## src/psr_consts.svh

```systemverilog
`ifndef PSR_CONSTS_SVH
`define PSR_CONSTS_SVH

// Status word width in bits
`define PSR_WIDTH 32

// Saved status registers: svc, abort, undef, irq, fiq
`define SPSR_BANKS 5

// Exception lines into the unit
`define EXC_COUNT 6

// Control byte out of reset
// IRQ and FIQ masked, ARM state, supervisor mode
`define PSR_RESET_CTRL 8'hD3

`endif

```

## src/psrPkg.sv

```systemverilog
package psrPkg;

  // Processor modes, ARM encodings
  typedef enum logic [4:0] {
    modeUser   = 5'b10000,
    modeFiq    = 5'b10001,
    modeIrq    = 5'b10010,
    modeSvc    = 5'b10011,
    modeAbort  = 5'b10111,
    modeUndef  = 5'b11011,
    modeSystem = 5'b11111
  } cpuMode;

  // Status word, MSB first
  typedef struct packed {
    logic [3:0]  flags;    // N Z C V
    logic [19:0] reserved; // Always written as zero on exception entry
    logic        irqMask;  // I bit
    logic        fiqMask;  // F bit
    logic        thumb;    // T bit
    cpuMode      mode;
  } psrWord;

  // True for the seven defined mode codes
  function automatic logic isLegalMode(input logic [4:0] code);
    case (code)
      modeUser, modeFiq, modeIrq, modeSvc,
      modeAbort, modeUndef, modeSystem: isLegalMode = 1'b1;
      default:                          isLegalMode = 1'b0;
    endcase
  endfunction

endpackage

```

## src/psrReqPkg.sv

```systemverilog
package psrReqPkg;

  // Exception request lines, same order as the core's bus
  typedef struct packed {
    logic undef;
    logic swi;
    logic prefetchAbort;
    logic dataAbort;
    logic irq;
    logic fiq;
  } excLines;

  // Which exception won arbitration
  typedef enum logic [2:0] {
    excNone,
    excDataAbort,
    excFiq,
    excIrq,
    excPrefetch,
    excUndef,
    excSwi
  } excKind;

  // MSR request from writeback
  typedef struct packed {
    logic [3:0] fieldMask; // [3] flags, [2] status, [1] extension, [0] control
    logic       toSpsr;    // Target the current mode's SPSR
  } msrRequest;

endpackage

```

## src/exceptPriority.sv

```systemverilog
`timescale 1ns/1ps
`include "psr_consts.svh"

module exceptPriority (
  input  psrReqPkg::excLines exceptions,
  input  psrPkg::cpuMode     curMode,
  output logic               excTake,
  output psrReqPkg::excKind  excKind,
  output psrPkg::cpuMode     targetMode
);

  // Lines whose target differs from the current mode, highest priority on top
  logic [`EXC_COUNT-1:0] eligible;

  assign eligible = {
    exceptions.dataAbort     & (curMode != psrPkg::modeAbort),
    exceptions.fiq           & (curMode != psrPkg::modeFiq),
    exceptions.irq           & (curMode != psrPkg::modeIrq),
    exceptions.prefetchAbort & (curMode != psrPkg::modeAbort),
    exceptions.undef         & (curMode != psrPkg::modeUndef),
    exceptions.swi           & (curMode != psrPkg::modeSvc)
  };

  assign excTake = |eligible; // A held line is taken once, then masked by mode

  // Fixed priority pick
  always_comb begin
    if (eligible[5])      excKind = psrReqPkg::excDataAbort;
    else if (eligible[4]) excKind = psrReqPkg::excFiq;
    else if (eligible[3]) excKind = psrReqPkg::excIrq;
    else if (eligible[2]) excKind = psrReqPkg::excPrefetch;
    else if (eligible[1]) excKind = psrReqPkg::excUndef;
    else if (eligible[0]) excKind = psrReqPkg::excSwi;
    else                  excKind = psrReqPkg::excNone;
  end

  // Kind to mode
  always_comb begin
    case (excKind)
      psrReqPkg::excDataAbort,
      psrReqPkg::excPrefetch: targetMode = psrPkg::modeAbort; // Both aborts share a bank
      psrReqPkg::excFiq:      targetMode = psrPkg::modeFiq;
      psrReqPkg::excIrq:      targetMode = psrPkg::modeIrq;
      psrReqPkg::excUndef:    targetMode = psrPkg::modeUndef;
      psrReqPkg::excSwi:      targetMode = psrPkg::modeSvc;
      default:                targetMode = curMode;           // No entry, stay put
    endcase
  end

endmodule

```

## src/msrMerge.sv

```systemverilog
`timescale 1ns/1ps
`include "psr_consts.svh"

module msrMerge (
  input  psrReqPkg::msrRequest  msrReq,
  input  logic [`PSR_WIDTH-1:0] aluOut,
  input  psrPkg::psrWord        cpsr,
  input  psrPkg::psrWord        spsrCur,
  input  logic                  hasSpsr,
  output logic                  msrWriteCpsr,
  output logic                  msrWriteSpsr,
  output psrPkg::psrWord        msrValue
);

  logic [`PSR_WIDTH-1:0] target;  // Word being edited
  logic [`PSR_WIDTH-1:0] merged;
  logic                  privileged;
  logic                  anyField;

  assign target     = msrReq.toSpsr ? spsrCur : cpsr;
  assign privileged = (cpsr.mode != psrPkg::modeUser); // Privilege from CPSR even for SPSR writes
  assign anyField   = |msrReq.fieldMask;

  always_comb begin
    merged = target;
    // One byte per field bit
    for (int f = 0; f < 4; f++) begin
      if (msrReq.fieldMask[f] && (f == 3 || privileged)) begin
        merged[f*8 +: 8] = aluOut[f*8 +: 8];
      end
    end
    // Bad mode code keeps the old mode
    // I, F and T still come from aluOut
    if (msrReq.fieldMask[0] && privileged && !psrPkg::isLegalMode(aluOut[4:0])) begin
      merged[4:0] = target[4:0];
    end
  end

  assign msrValue = merged;

  assign msrWriteCpsr = anyField & ~msrReq.toSpsr;
  assign msrWriteSpsr = anyField & msrReq.toSpsr & hasSpsr; // Dropped in user and system

endmodule

```

## src/spsrBank.sv

```systemverilog
`timescale 1ns/1ps
`include "psr_consts.svh"

module spsrBank (
  input  logic           clk,
  input  logic           reset,
  input  psrPkg::cpuMode curMode,
  input  logic           wrEn,
  input  psrPkg::cpuMode wrMode,
  input  psrPkg::psrWord wrData,
  output psrPkg::psrWord rdData,
  output logic           hasSpsr
);

  localparam int idxWidth = $clog2(`SPSR_BANKS);

  // Returns {valid, index}; user and system have no bank
  function automatic logic [idxWidth:0] bankOf(input psrPkg::cpuMode mode);
    case (mode)
      psrPkg::modeSvc:   bankOf = {1'b1, idxWidth'(0)};
      psrPkg::modeAbort: bankOf = {1'b1, idxWidth'(1)};
      psrPkg::modeUndef: bankOf = {1'b1, idxWidth'(2)};
      psrPkg::modeIrq:   bankOf = {1'b1, idxWidth'(3)};
      psrPkg::modeFiq:   bankOf = {1'b1, idxWidth'(4)};
      default:           bankOf = '0;
    endcase
  endfunction

  psrPkg::psrWord        bank [`SPSR_BANKS];
  logic [idxWidth-1:0]   rdIdx;
  logic [idxWidth-1:0]   wrIdx;
  logic                  wrValid;

  assign {hasSpsr, rdIdx} = bankOf(curMode);
  assign {wrValid, wrIdx} = bankOf(wrMode);

  always_ff @(posedge clk) begin
    if (reset) begin
      for (int i = 0; i < `SPSR_BANKS; i++) begin
        bank[i] <= '0;
      end
    end else if (wrEn && wrValid) begin
      bank[wrIdx] <= wrData;
    end
  end

  assign rdData = bank[rdIdx]; // Meaningless when hasSpsr is low
endmodule

```

## src/psrControl.sv

```systemverilog
`timescale 1ns/1ps
`include "psr_consts.svh"

module psrControl (
  input  logic                  clk,
  input  logic                  reset,
  input  logic                  advance,
  input  logic [3:0]            flagsNext,
  input  logic                  coprocFlagUpd,
  input  logic [`PSR_WIDTH-1:0] aluOut,
  input  logic                  restore,
  input  logic                  excTake,
  input  psrPkg::cpuMode        targetMode,
  input  logic                  msrWriteCpsr,
  input  logic                  msrWriteSpsr,
  input  psrPkg::psrWord        msrValue,
  input  psrPkg::psrWord        spsrCur,
  input  logic                  hasSpsr,
  output psrPkg::psrWord        cpsr,
  output logic                  spsrWrEn,
  output psrPkg::cpuMode        spsrWrMode,
  output psrPkg::psrWord        spsrWrData
);

  logic [3:0]     selFlags;  // Flag unit or coprocessor result
  logic           spsrWrReq;
  psrPkg::psrWord cpsrNext;

  assign selFlags = coprocFlagUpd ? aluOut[`PSR_WIDTH-1 -: 4] : flagsNext;

  // Update priority, first match wins
  always_comb begin
    cpsrNext   = cpsr;
    spsrWrReq  = 1'b0;
    spsrWrMode = cpsr.mode; // MSR to SPSR targets the current bank
    spsrWrData = msrValue;
    if (excTake) begin
      spsrWrReq        = 1'b1;
      spsrWrMode       = targetMode;
      spsrWrData       = cpsr;
      spsrWrData.flags = selFlags;    // Saved word carries this cycle's flags
      cpsrNext.flags    = selFlags;
      cpsrNext.reserved = '0;
      cpsrNext.irqMask  = 1'b1;       // FIQ mask left alone
      cpsrNext.thumb    = 1'b0;       // Handlers run in ARM state
      cpsrNext.mode     = targetMode;
    end else if (msrWriteCpsr) begin
      cpsrNext = msrValue;
    end else if (msrWriteSpsr) begin
      spsrWrReq = 1'b1;
    end else if (restore && hasSpsr) begin
      cpsrNext = spsrCur;             // Return from handler
    end else begin
      cpsrNext.flags = selFlags;
    end
  end

  assign spsrWrEn = advance & spsrWrReq; // Stall holds the bank too

  always_ff @(posedge clk) begin
    if (reset) begin
      cpsr <= {{(`PSR_WIDTH-8){1'b0}}, `PSR_RESET_CTRL};
    end else if (advance) begin
      cpsr <= cpsrNext;
    end
  end

endmodule

```

## src/psrUnit.sv

```systemverilog
`timescale 1ns/1ps
`include "psr_consts.svh"

module psrUnit (
  input  logic                  clk,
  input  logic                  reset,
  input  logic                  advance,
  input  logic [3:0]            flagsNext,
  input  logic                  coprocFlagUpd,
  input  logic [`PSR_WIDTH-1:0] aluOut,
  input  psrReqPkg::msrRequest  msrReq,
  input  psrReqPkg::excLines    exceptions,
  input  logic                  restore,
  output psrPkg::psrWord        cpsr,
  output psrPkg::psrWord        spsr
);

  logic           excTake;
  psrPkg::cpuMode targetMode;
  logic           msrWriteCpsr;
  logic           msrWriteSpsr;
  psrPkg::psrWord msrValue;
  psrPkg::psrWord spsrCur;   // Current mode's bank
  logic           hasSpsr;
  logic           spsrWrEn;
  psrPkg::cpuMode spsrWrMode;
  psrPkg::psrWord spsrWrData;

  exceptPriority uExcept (
    .exceptions (exceptions),
    .curMode    (cpsr.mode),
    .excTake    (excTake),
    .excKind    (),           // Kind only for waveform debug
    .targetMode (targetMode)
  );

  msrMerge uMsr (
    .msrReq       (msrReq),
    .aluOut       (aluOut),
    .cpsr         (cpsr),
    .spsrCur      (spsrCur),
    .hasSpsr      (hasSpsr),
    .msrWriteCpsr (msrWriteCpsr),
    .msrWriteSpsr (msrWriteSpsr),
    .msrValue     (msrValue)
  );

  spsrBank uBank (
    .clk     (clk),
    .reset   (reset),
    .curMode (cpsr.mode),
    .wrEn    (spsrWrEn),
    .wrMode  (spsrWrMode),
    .wrData  (spsrWrData),
    .rdData  (spsrCur),
    .hasSpsr (hasSpsr)
  );

  psrControl uCtrl (
    .clk           (clk),
    .reset         (reset),
    .advance       (advance),
    .flagsNext     (flagsNext),
    .coprocFlagUpd (coprocFlagUpd),
    .aluOut        (aluOut),
    .restore       (restore),
    .excTake       (excTake),
    .targetMode    (targetMode),
    .msrWriteCpsr  (msrWriteCpsr),
    .msrWriteSpsr  (msrWriteSpsr),
    .msrValue      (msrValue),
    .spsrCur       (spsrCur),
    .hasSpsr       (hasSpsr),
    .cpsr          (cpsr),
    .spsrWrEn      (spsrWrEn),
    .spsrWrMode    (spsrWrMode),
    .spsrWrData    (spsrWrData)
  );

  // User and system show the CPSR
  assign spsr = hasSpsr ? spsrCur : cpsr;

endmodule

```

## config.mk

```make
export PLATFORM = sky130hd
export DESIGN_NAME = psrUnit
export DESIGN_NICKNAME = d
export VERILOG_FILES = /design/src/psrPkg.sv /design/src/psrReqPkg.sv /design/src/exceptPriority.sv /design/src/msrMerge.sv /design/src/spsrBank.sv /design/src/psrControl.sv /design/src/psrUnit.sv
export VERILOG_INCLUDE_DIRS = /design/src
export SDC_FILE = /design/constraint.sdc
export NUM_CORES = 1
export LEC_CHECK = 0
export BUFFER_PORTS_ARGS = -buffer_cell sky130_fd_sc_hd__buf_2
export CAP_MARGIN = 20
export CELL_PAD_IN_SITES_DETAIL_PLACEMENT = 0
export CELL_PAD_IN_SITES_GLOBAL_PLACEMENT = 1
export CORE_ASPECT_RATIO = 0.5
export CORE_MARGIN = 1.5
export CORE_UTILIZATION = 30
export DETAILED_ROUTE_END_ITERATION = 7
export GPL_ROUTABILITY_DRIVEN = 0
export HOLD_SLACK_MARGIN = 0.08
export PLACE_DENSITY = 0.63
export RECOVER_POWER = 50
export SYNTH_ARGS = -nofsm -noshare
export SYNTH_HDL_FRONTEND = slang
export SYNTH_HIERARCHICAL = 1
export SYNTH_SLANG_ARGS = --single-unit
```

## constraint.sdc

```tcl
create_clock -name clk -period 6.6 [get_ports clk]
set_clock_uncertainty 0.2 [all_clocks]
set_input_delay 1.32 -clock clk [delete_from_list [all_inputs] [get_ports clk]]
set_output_delay 1.32 -clock clk [all_outputs]
set_load 0.01 [all_outputs]
```

Word level (Yosys, flattened, before mapping)
Memories as Yosys holds them, arrays and structs flattened.
Index checks and enable logic that the tools add are counted.
- flip-flop bits (word level): 32
- bits in writable memories: 160
- input bits: 52
- output and inout bits: 64
- word-level logic and storage cells: 104
- memories: 1
- memory list (name ; depth ; bits a word ; rd ports ; clocked after memory_dff ; wr ports ; line ; source):
    uBank.bank ; 5 ; 32 ; 1 ; 0 ; 5 ; spsrBank.sv:29 ; psrPkg::psrWord bank [`SPSR_BANKS];
- eq/ne operators: 31
- mux-type cells: 37
- bitwise operators: 12
- reductions and logical operators: 17
- operator list (cell ; number):
    32-bit 2-to-1 mux ; 6
    5-bit equality test, second input constant ; 17
    4-bit case mux with 5 select lines ; 2
    8-bit 2-to-1 mux ; 4
    32-bit OR reduction ; 1
    5-bit != test, second input constant ; 6
    28-bit 2-to-1 mux ; 1
    25-bit 2-to-1 mux ; 1
    5-bit case mux with 5 select lines ; 1
    3-bit 2-to-1 mux ; 7
    1-bit bitwise AND ; 10
    1-bit 2-to-1 mux ; 10
    5-bit 2-to-1 mux ; 2
    3-bit equality test, second input constant ; 3
    4-bit 2-to-1 mux ; 2
    7-bit OR reduction ; 1
    3-bit by 2-bit equality test with 1-bit output, second input constant ; 2
    1-bit logical AND ; 6
    6-bit 2-to-1 mux ; 1
    6-bit OR reduction ; 1
    4-bit AND reduction ; 1
    4-bit OR reduction ; 1
    3-bit by 1-bit equality test with 1-bit output, second input constant ; 1
    3-bit != test, second input constant ; 1
    other kinds (8) ; 9

Depth between registers and ports, before layout
Gate-level depths: netlist (run 1).
- depth in word-level cells: 20
- gate-level depth with buffers: 13
- mapped depth without buffers: 12

Hierarchy
The synthesis (run 1) kept the hierarchy.
- by module, submodules not included (module ; instances ; cells each ; area an instance (um^2) ; sequential area each (um^2)):
    spsrBank ; 1 ; 553 ; 7241.9 ; 4804.6
    psrControl ; 1 ; 256 ; 2200.9 ; 640.6
    msrMerge ; 1 ; 91 ; 863.3 ; 0.0
    psrUnit ; 1 ; 36 ; 544.3 ; 0.0
    exceptPriority ; 1 ; 35 ; 227.7 ; 0.0

Worst setup path before layout (run 1)
OpenSTA, ideal clock, no wires.
- path type: input -> register
- start: input exceptions[3] (netlist bit)
- end: memory uBank/bank[3][0] (netlist bit), enable pin
- arrival: 4.036 ns
- setup slack: 1.989 ns
- stages on the path: 10
- path buffers: 3
- path through: o21a_1 nor3_2 or2b_1 buf_2 buf_2 buf_2 o21ai_0 nand2b_4 nor4b_4 or2_2
- RTL lines (element ; line ; source):
    start: declaration ; psrUnit.sv:12 ; input psrReqPkg::excLines exceptions,
    end: declaration ; spsrBank.sv:29 ;

==> flow_summary.toml, run 1 <==
[final_layout]
multiInputGateArea_um2 = 4940
drive_above_1_share_pct = 20.7
seqCellArea_um2 = 5450
num_antenna_cells = 0
filler_cell_count = 3564
syn2layout_area_growth_pct = 11.3
num-nets-final = 1097

[power]
power.switching_uw = 804
total_power_mw = 3.04
power_frac_comb_pct = 18.6
leakage_nw = 4.74
p_per_area_nw_per_um2 = 247
netSwitchingFraction_pct = 26.5
internal_power_mw = 2.23
vdd_drop_max_v = 0.000154
pwr-share-clk_pct = 35.5
p_seq_share_pct = 45.8

[drt]
vias = 7763
dr.first_iter.drc_count = 521
drcViolationCount = 0
dr.pass1.iters = 5
postRouteAntennaNets = 0
post_drt_wl_per_cell_um = 19.2
wl_um = 29600
via_per_inst = 5.03

[global_route]
antenna_found_initial = 0
busiest_layer = "met2"
grtUsageMet1_pct = 20.8
grtUsageTotal_pct = 15.5
grt_use_met2_pct = 25.6
grt_max_degree = 45
grt_pass1_vias = 7754
grt_util_met3_pct = 2.39
grt_overflow = 0
grt_pass1_wl_um = 45400

[sta]
finalCritPeriodShare_pct = 85.9
rsz0062_at_grt = "no"
tightest_slew_ns = 1.76
report.final.slew_viol_count = 120
relSlewSlack_pct = -17.4
fmax_mhz = 176
finalSetupTns_ns = 0
hold_violations = 0
fin_crit_ns = 5.67
finalSetupViolCount = 0

[clock_network]
clock-sinks = 192
clockRootBuffer = "clkbuf_16"
cts_tree = "done"
path_clk_slew_ns = 0.07
insertion_delay_ns = 0.44
cts_buffers = 17
post_cts_buffers = 0
cts_resized = 0
cts_hold_buf = 0
cts.path.max_buffers = 2
cts_max_level = 4

[floorplanning]
ios = 116
initial_core_util_pct = 30.6
die_h_um = 139
die_area_um2 = 38100
core_um2 = 36100
num_rows = 49
die_w_um = 274

[flow_run]
cap_violations = 4

[place]
hpwl_um = 18400
portBuffers = 115

[worst_setup_path]
worst_setup_path_end_kind = "primary output"
cp.arrival_ns = 4.15
cp-start-kind = "flop"
rr_endpoint = "uBank/bank[4][0]$_SDFFCE_PN0P_"
crit_path_cell_trace = "xor2_1 -> o21ai_0 -> nand3_1 -> a31oi_1 -> mux2_2 -> buf_2"
cp_num_buf_inv = 1
cp.required_ns = 5.08
slowest_stage = "nand3_1"
r2r_start = "uCtrl/cpsr[0]$_SDFFE_PP1P_"
criticalPathCategory = "flop to primary output"
crit_family = "simple AND/OR/NAND/NOR gates"
cpPeakStageDelay_ns = 1.25
r2r_slack_ns = 1.13
reg2reg_depth = 9
path_max_fanout = 32

[synth]
yosysWarnings = 6
syn-cell-area_um2 = 11100
syn_inst = 967
synth_nets = 1019
avgSynthCellArea_um2 = 11.4

[hold_path]
whs_endpoint = "uCtrl/cpsr[19]$_SDFFE_PP0P_"
min_delay_path_depth = 2
hold_start = "uCtrl/cpsr[19]$_SDFFE_PP0P_"
worst_hold_path_type = "flop to flop"

[outcome]
outcome = "complete, but fails checks"
violations = "capacitance limit, slew limit"
==> placed cells by master, fill, tap and decap left out, drive strengths merged, types with 5 or more instances in the layout <==
cell type and instances:
o21ai 38, edfxtp 160, nor2 13, mux2i 44, clkbuf 61, inv 9
nand2 118, or3 21, a21oi 29, dfxtp 32, mux2 106, o22ai 32
nand2b 10, buf 96, o22a 32, o31a 5, a31oi 32, nand3 9
and2 161, or2 6
==> power groups by stage <==
stage	clock network, mW	logic, mW	registers [mW]
after floorplan	0	0.415	1.41
after global placement	0	0.578	1.42
after detailed placement	0	0.585	1.42
after CTS	1.10	0.588	1.39
after global routing	1.14	0.614	1.40
final	1.08	0.566	1.39
==> tightest hold or removal path, cell delays in order, from the launching register on <==
cell     delay (ns)
dfxtp_1        0.34
nand2_1        0.06
a21oi_1        0.05
==> layout make-up <==
class | instances | area share [%]
clock buffers | 26 | 4.57
inverters | 9 | 0.275
flip-flops and latches | 192 | 44.3
multi-input cells | 694 | 40.2
repair buffers | 131 | 5.25
well taps | 484 | 4.92
clock inverters | 6 | 0.519
==> flip-flops by register name, indices dropped and copies added (netlist names) <==
| signal | flops |
|---|---|
| uBank/bank | 160 |
| uCtrl/cpsr | 32 |
==> stage by stage <==
| stage | utilization [%] | setup slack (ns) | std cells | area [um2] | hold WS [ns] |
|---|---|---|---|---|---|
| floorplan | - | 2.04 | 967 | 11100 | 0.303 |
| global placement | 32.8 | 1.45 | 1510 | 11800 | 0.274 |
| detailed placement | 32.8 | 1.38 | 1510 | 11800 | 0.288 |
| CTS | 34.5 | 1.57 | 1542 | 12500 | 0.299 |
| global route | 34.1 | 0.625 | 1542 | 12300 | 0.329 |
| finish | 34.1 | 0.931 | 1542 | 12300 | 0.298 |
==> how the worst max path moves through the flow <==
stage,startpoint,end,slack [ns],cells after the start
after global placement,exceptions[3],uBank/bank[3][29]$_SDFFCE_PN0P_,1.45,9
final,uCtrl/cpsr[0]$_SDFFE_PP1P_,spsr[31],0.93,6
after floorplan,exceptions[3],uBank/bank[3][0]$_SDFFCE_PN0P_,2.04,10
after detailed placement,exceptions[3],uBank/bank[3][29]$_SDFFCE_PN0P_,1.38,9
after CTS,uCtrl/cpsr[4]$_SDFFE_PP1P_,uBank/bank[3][24]$_SDFFCE_PN0P_,1.57,9
after global routing,uCtrl/cpsr[0]$_SDFFE_PP1P_,spsr[2],0.62,6
==> layer usage <==
layer | vias up | routed length [um]
met5 | - | 0
met4 | 0 | 546
met2 | 169 | 14100
met1 | 3884 | 13900
met3 | 32 | 1070
li1 | 3678 | -
Power figures use the tool's default switching activity.
==> inputs of run 2 (changes only) <==
==> constraint.sdc (replaced) <==
create_clock -name clk -period 6.6 [get_ports clk]
set_clock_uncertainty 0.2 [all_clocks]
set_input_delay 0.33 -clock clk [delete_from_list [all_inputs] [get_ports clk]]
set_output_delay 0.33 -clock clk [all_outputs]
set_load 0.01 [all_outputs]
==> flow_summary.toml, run 2 (synthesized netlist as in run 1, its figures left out) <==
[outcome]
outcome = "complete, but fails checks"
violations = "capacitance limit, slew limit"

[sta]
relSlewSlack_pct = -15.8
layout_setup_ws_ns = 1.34
worst_hold_slack_ns = 0.158
hold_violations = 0
tightest_slew_ns = 1.74
report.final.slew_viol_count = 99
rsz0062_at_grt = "no"
finalSetupViolCount = 0
finalSetupTns_ns = 0
fin_crit_ns = 5.26
finalCritPeriodShare_pct = 79.8
fmax_mhz = 190

[final_layout]
num-nets-final = 1097
syn2layout_area_growth_pct = 10.3
fin_area_um2 = 12200
layout_commonest_cell = "edfxtp_1"
largest_reg_flops = 160
reg_top3 = "uBank/bank: 160 flops, uCtrl/cpsr: 32 flops"
top_register = "uBank/bank"
num_antenna_cells = 0
layout_common_cells = "edfxtp_1 (160), nand2_1 (116), and2_1 (110)"
instances_no_fill = 1542
drive_above_1_share_pct = 17.1
filler_cell_count = 3668

[worst_setup_path]
reg2reg_depth = 11
cp.required_ns = 6.70
r2r_start = "uCtrl/cpsr[3]$_SDFFE_PP0P_"
cp.arrival_ns = 5.36
cp-startpoint = "uCtrl/cpsr[3]$_SDFFE_PP0P_"
rr_endpoint = "uBank/bank[4][0]$_SDFFCE_PN0P_"
cp-start-kind = "flop"
worst_setup_path_end_kind = "flop"
cp-endpoint = "uBank/bank[4][0]$_SDFFCE_PN0P_"
path_max_fanout = 40
r2r_slack_ns = 1.34
criticalPathCategory = "flop to flop"

[clock_network]
cts.path.max_buffers = 2
clock-sinks = 192
cts_hold_buf = 0
cts_buffers = 17
post_cts_buffers = 0
cts_max_level = 4
clockRootBuffer = "clkbuf_16"
cts_resized = 0
insertion_delay_ns = 0.44
path_clk_slew_ns = 0.07
cts_tree = "done"

[floorplanning]
num_rows = 49
die_w_um = 274
ios = 116
core_um2 = 36100
die_h_um = 139
initial_core_util_pct = 30.6
die_area_um2 = 38100

[global_route]
grt_overflow = 0
antenna_found_initial = 0
grt_pass1_vias = 7980
grtUsageTotal_pct = 15.3
grt_max_degree = 50
grt_pass1_wl_um = 45300

[power]
p_seq_share_pct = 45.6
internal_power_mw = 2.25
vdd_drop_max_v = 0.000129
netSwitchingFraction_pct = 26.2
p_per_area_nw_per_um2 = 250
power.switching_uw = 799
leakage_nw = 4.56
pwr-share-clk_pct = 37.3
power_frac_comb_pct = 17.1

[drt]
dr.pass1.iters = 5
via_per_inst = 5.03
postRouteAntennaNets = 0
drcViolationCount = 0
wl_um = 29100
dr.first_iter.drc_count = 474
post_drt_wl_per_cell_um = 18.8
vias = 7758

[place]
portBuffers = 115
hpwl_um = 18200
dp.cells = 1510
pre_cts_ws_ns = 1.66
placed_area_um2 = 11800

[flow_run]
cap_violations = 3

[hold_path]
worst_hold_path_type = "input pin to flop"
run 2: changes by cell type in the layout (fill, tap and decap cells not counted), moves of 2 or more:
| cell | change |
|---|---|
| bufinv_16 | +4 |
| and2_0 | +16 |
| clkbuf_8 | -5 |
| clkbuf_16 | -2 |
| and2_1 | -16 |
| mux2_1 | +32 |
| mux2_4 | -33 |
| clkbuf_1 | +6 |
run 2: metrics by stage:
stage | util [%] | power (mW)
floorplan | - | 1.83
global placement | 32.8 | 1.99
detailed placement | 32.8 | 2.00
CTS | 34.5 | 3.14
global route | 33.8 | 3.17
finish | 33.8 | 3.05
run 2: final cells by class:
| class | count | area [um2] | share of cell area (%) |
|---|---|---|---|
| sequential | 192 | 5450 | 44.7 |
| multi-input combinational | 694 | 4830 | 39.6 |
| timing repair buffer | 131 | 643 | 5.27 |
| tap | 484 | 606 | 4.97 |
| clock buffer | 23 | 458 | 3.76 |
| clock inverter | 9 | 180 | 1.48 |
| inverter | 9 | 33.8 | 0.277 |
run 2: how the worst min path moves through the flow:
stage                                  endpoint                         from  cells after the start  slack, ns
floorplan           uCtrl/cpsr[29]$_SDFFE_PP0P_  uCtrl/cpsr[29]$_SDFFE_PP0P_                      2       0.30
global placement    uCtrl/cpsr[21]$_SDFFE_PP0P_  uCtrl/cpsr[21]$_SDFFE_PP0P_                      2       0.27
detailed placement  uCtrl/cpsr[14]$_SDFFE_PP0P_  uCtrl/cpsr[14]$_SDFFE_PP0P_                      2       0.29
CTS                 uCtrl/cpsr[31]$_SDFFE_PP0P_                 flagsNext[3]                      5       0.13
global route         uCtrl/cpsr[6]$_SDFFE_PP1P_                    aluOut[6]                      4       0.17
finish              uCtrl/cpsr[31]$_SDFFE_PP0P_                 flagsNext[3]                      5       0.16
run 2: power by group through the flow:
| stage | clock, mW | combinational (mW) | sequential (mW) |
|---|---|---|---|
| finish | 1.14 | 0.523 | 1.39 |
| global placement | 0 | 0.572 | 1.42 |
| global route | 1.20 | 0.571 | 1.40 |
| floorplan | 0 | 0.415 | 1.41 |
| detailed placement | 0 | 0.581 | 1.42 |
| CTS | 1.16 | 0.583 | 1.39 |
run 2: per-layer routing:
| metal | vias up | global-route usage, % | routed length, um |
|---|---|---|---|
| met1 | 3910 | 20.3 | 13900 |
| met4 | 0 | 4.48 | 523 |
| met3 | 32 | 2.32 | 775 |
| met5 | - | 0 | 0 |
| met2 | 138 | 25.7 | 13900 |
| li1 | 3678 | - | - |
run 2: critical path: stages, from the launching register on:
cell and delay, ns:
dfxtp_1 0.67, nand4b_1 0.23, o21a_1 0.24, nor3_1 0.10, or2b_1 1.07, nand2_1 0.31, o21ai_0 0.21, and3b_2 0.27
nand3b_4 0.09, nor3_1 0.22, clkbuf_1 1.20, and2_2 0.31
==> inputs of run 3 (changes only) <==
--- a/config.mk
+++ b/config.mk
@@ -16,7 +16,7 @@
 export DETAILED_ROUTE_END_ITERATION = 7
 export GPL_ROUTABILITY_DRIVEN = 0
 export HOLD_SLACK_MARGIN = 0.08
-export PLACE_DENSITY = 0.63
+export PLACE_DENSITY = 0.65
 export RECOVER_POWER = 50
 export SYNTH_ARGS = -nofsm -noshare
 export SYNTH_HDL_FRONTEND = slang
==> constraint.sdc (replaced) <==
create_clock -name clk -period 4.4 [get_ports clk]
set_clock_uncertainty 0.2 [all_clocks]
set_input_delay 0.22 -clock clk [delete_from_list [all_inputs] [get_ports clk]]
set_output_delay 0.22 -clock clk [all_outputs]
set_load 0.01 [all_outputs]
==> flow_summary.toml, run 3 (synthesized netlist as in run 1, its figures left out) <==
[clock_network]
cts.path.max_buffers = 2
clock-sinks = 192
insertion_delay_ns = 0.45
cts_tree = "done"
path_clk_slew_ns = 0.07
clockRootBuffer = "clkbuf_16"
cts_buffers = 17
cts_max_level = 4
post_cts_buffers = 0

[final_layout]
seqCellArea_um2 = 5450
multiInputGateArea_um2 = 4870
largest_reg_flops = 160
top_register = "uBank/bank"
num-nets-final = 1123
layout_common_cells = "edfxtp_1 (160), and2_1 (128), nand2_1 (116)"
layout_commonest_cell = "edfxtp_1"
fin_area_um2 = 12400
num_antenna_cells = 0
syn2layout_area_growth_pct = 12.1
filler_cell_count = 3676
reg_top3 = "uBank/bank: 160 flops, uCtrl/cpsr: 32 flops"
drive_above_1_share_pct = 17.7

[worst_setup_path]
criticalPathCategory = "flop to flop"
path_max_fanout = 34
worst_setup_path_end_kind = "flop"
cp_num_buf_inv = 3
cp.required_ns = 4.40
cp-startpoint = "uCtrl/cpsr[0]$_SDFFE_PP1P_"
r2r_start = "uCtrl/cpsr[0]$_SDFFE_PP1P_"
cp.arrival_ns = 4.04
crit_family = "simple AND/OR/NAND/NOR gates"
cpPeakStageDelay_ns = 0.56
slowest_stage = "dfxtp_1"
cp-start-kind = "flop"
crit_path_cell_trace = "nand4b_1 -> o21a_1 -> nor3_1 -> or2b_2 -> buf_4 -> inv_1 -> a21boi_0 -> and3b_2 -> nand3b_4 -> nor2_1 -> clkbuf_2 -> and2_1"

[sta]
fmax_mhz = 247
relSlewSlack_pct = 35.5
finalSetupViolCount = 0
report.final.slew_viol_count = 0
tightest_slew_ns = 0.967
fin_crit_ns = 4.05
finalSetupTns_ns = 0
hold_violations = 0
rsz0062_at_grt = "no"
finalCritPeriodShare_pct = 91.9
layout_setup_ws_ns = 0.355

[drt]
wl_met3_um = 702
via_per_inst = 5.04
vias = 7905
dr.first_iter.drc_count = 387
wl_met2_um = 14300
wl_met1_um = 14100
wl_um = 29800
drcViolationCount = 0
postRouteAntennaNets = 0
post_drt_wl_per_cell_um = 19.0
top_layer = "met4"
dr.pass1.iters = 4

[floorplanning]
core_um2 = 36100
num_rows = 49
die_area_um2 = 38100
die_w_um = 274
initial_core_util_pct = 30.6
ios = 116
die_h_um = 139

[power]
leakage_nw = 4.70
p_per_area_nw_per_um2 = 360
vdd_drop_max_v = 0.000267

[place]
portBuffers = 115
placed_area_um2 = 11900
pre_cts_ws_ns = 0.289
hpwl_um = 18900

[global_route]
grt_pass1_vias = 8155
grt_overflow = 0
grtUsageTotal_pct = 15.7
antenna_found_initial = 0
grt_pass1_wl_um = 46400
grt_max_degree = 41

[outcome]
outcome = "finished, final reports clean"

[flow_run]
cap_violations = 0

[hold_path]
worst_hold_path_type = "input pin to flop"
hold_start = "aluOut[29]"
-- run 3: changes by cell type in the layout (fill, tap and decap cells not counted), moves of 3 or more --
cell	delta
and2_0	-18
and2_1	+18
mux2_2	-14
mux2_1	+13
buf_4	+11
dlygate4sd3_1	+9
bufinv_16	-4
clkbuf_1	-3
clkbuf_2	+3
clkinv_2	+3
-- run 3: area by class of cell --
type | count | share of cell area, %
Inverter | 9 | 0.273
Clock inverter | 11 | 0.828
Tap cell | 484 | 4.89
Clock buffer | 21 | 3.89
Timing Repair Buffer | 157 | 6.82
Multi-Input combinational cell | 694 | 39.3
Sequential cell | 192 | 44.0
-- run 3: worst min-delay path, cell delays in order --
cell and delay [ns]:
buf_2 0.09, mux2i_1 0.11, o21ai_0 0.09, o21ai_0 0.09, o21ai_0 0.15
-- run 3: where the power goes --
part	total [mW]	internal, mW	switching (mW)
Sequential	2.08	2.05	0.0293
Clock	1.56	0.850	0.710
Combinational	0.822	0.319	0.503
Total	4.46	3.22	1.24
-- run 3: what timing repair did --
item,4_1_cts,5_1_grt
resized for setup,0,2
endpoints found under the setup margin,0,61
hold buffers,9,0
endpoints found under the hold margin,6,0
-- run 3: per-layer routing --
layer / GRT usage [%] / up-vias
met1: 20.7 / 4032
met4: 5.44 / 0
met3: 2.11 / 35
li1: - / 3735
met5: 0 / -
met2: 26.5 / 103
-- run 3: worst paths after layout --
path | end | slack (ns) | cells after the start
setup / recovery | uBank/bank[0][14]$_SDFFCE_PN0P_ | 0.35 | 12
hold reg to reg | uCtrl/cpsr[18]$_SDFFE_PP0P_ | 0.29 | 2
hold / removal | uCtrl/cpsr[29]$_SDFFE_PP0P_ | 0.14 | 5
setup reg to reg | uBank/bank[0][14]$_SDFFCE_PN0P_ | 0.35 | 12
-- run 3: stage by stage --
stage          instances  utilization, %  power [mW]  hold WS, ns
2_1_floorplan        967               -        2.74        0.263
3_3_place_gp        1527            33.1        3.00        0.278
3_5_place_dp        1527            33.1        3.02        0.289
4_1_cts             1568            35.0        4.58       0.0986
5_1_grt             1568            34.3        4.65        0.158
6_report            1568            34.3        4.46        0.140
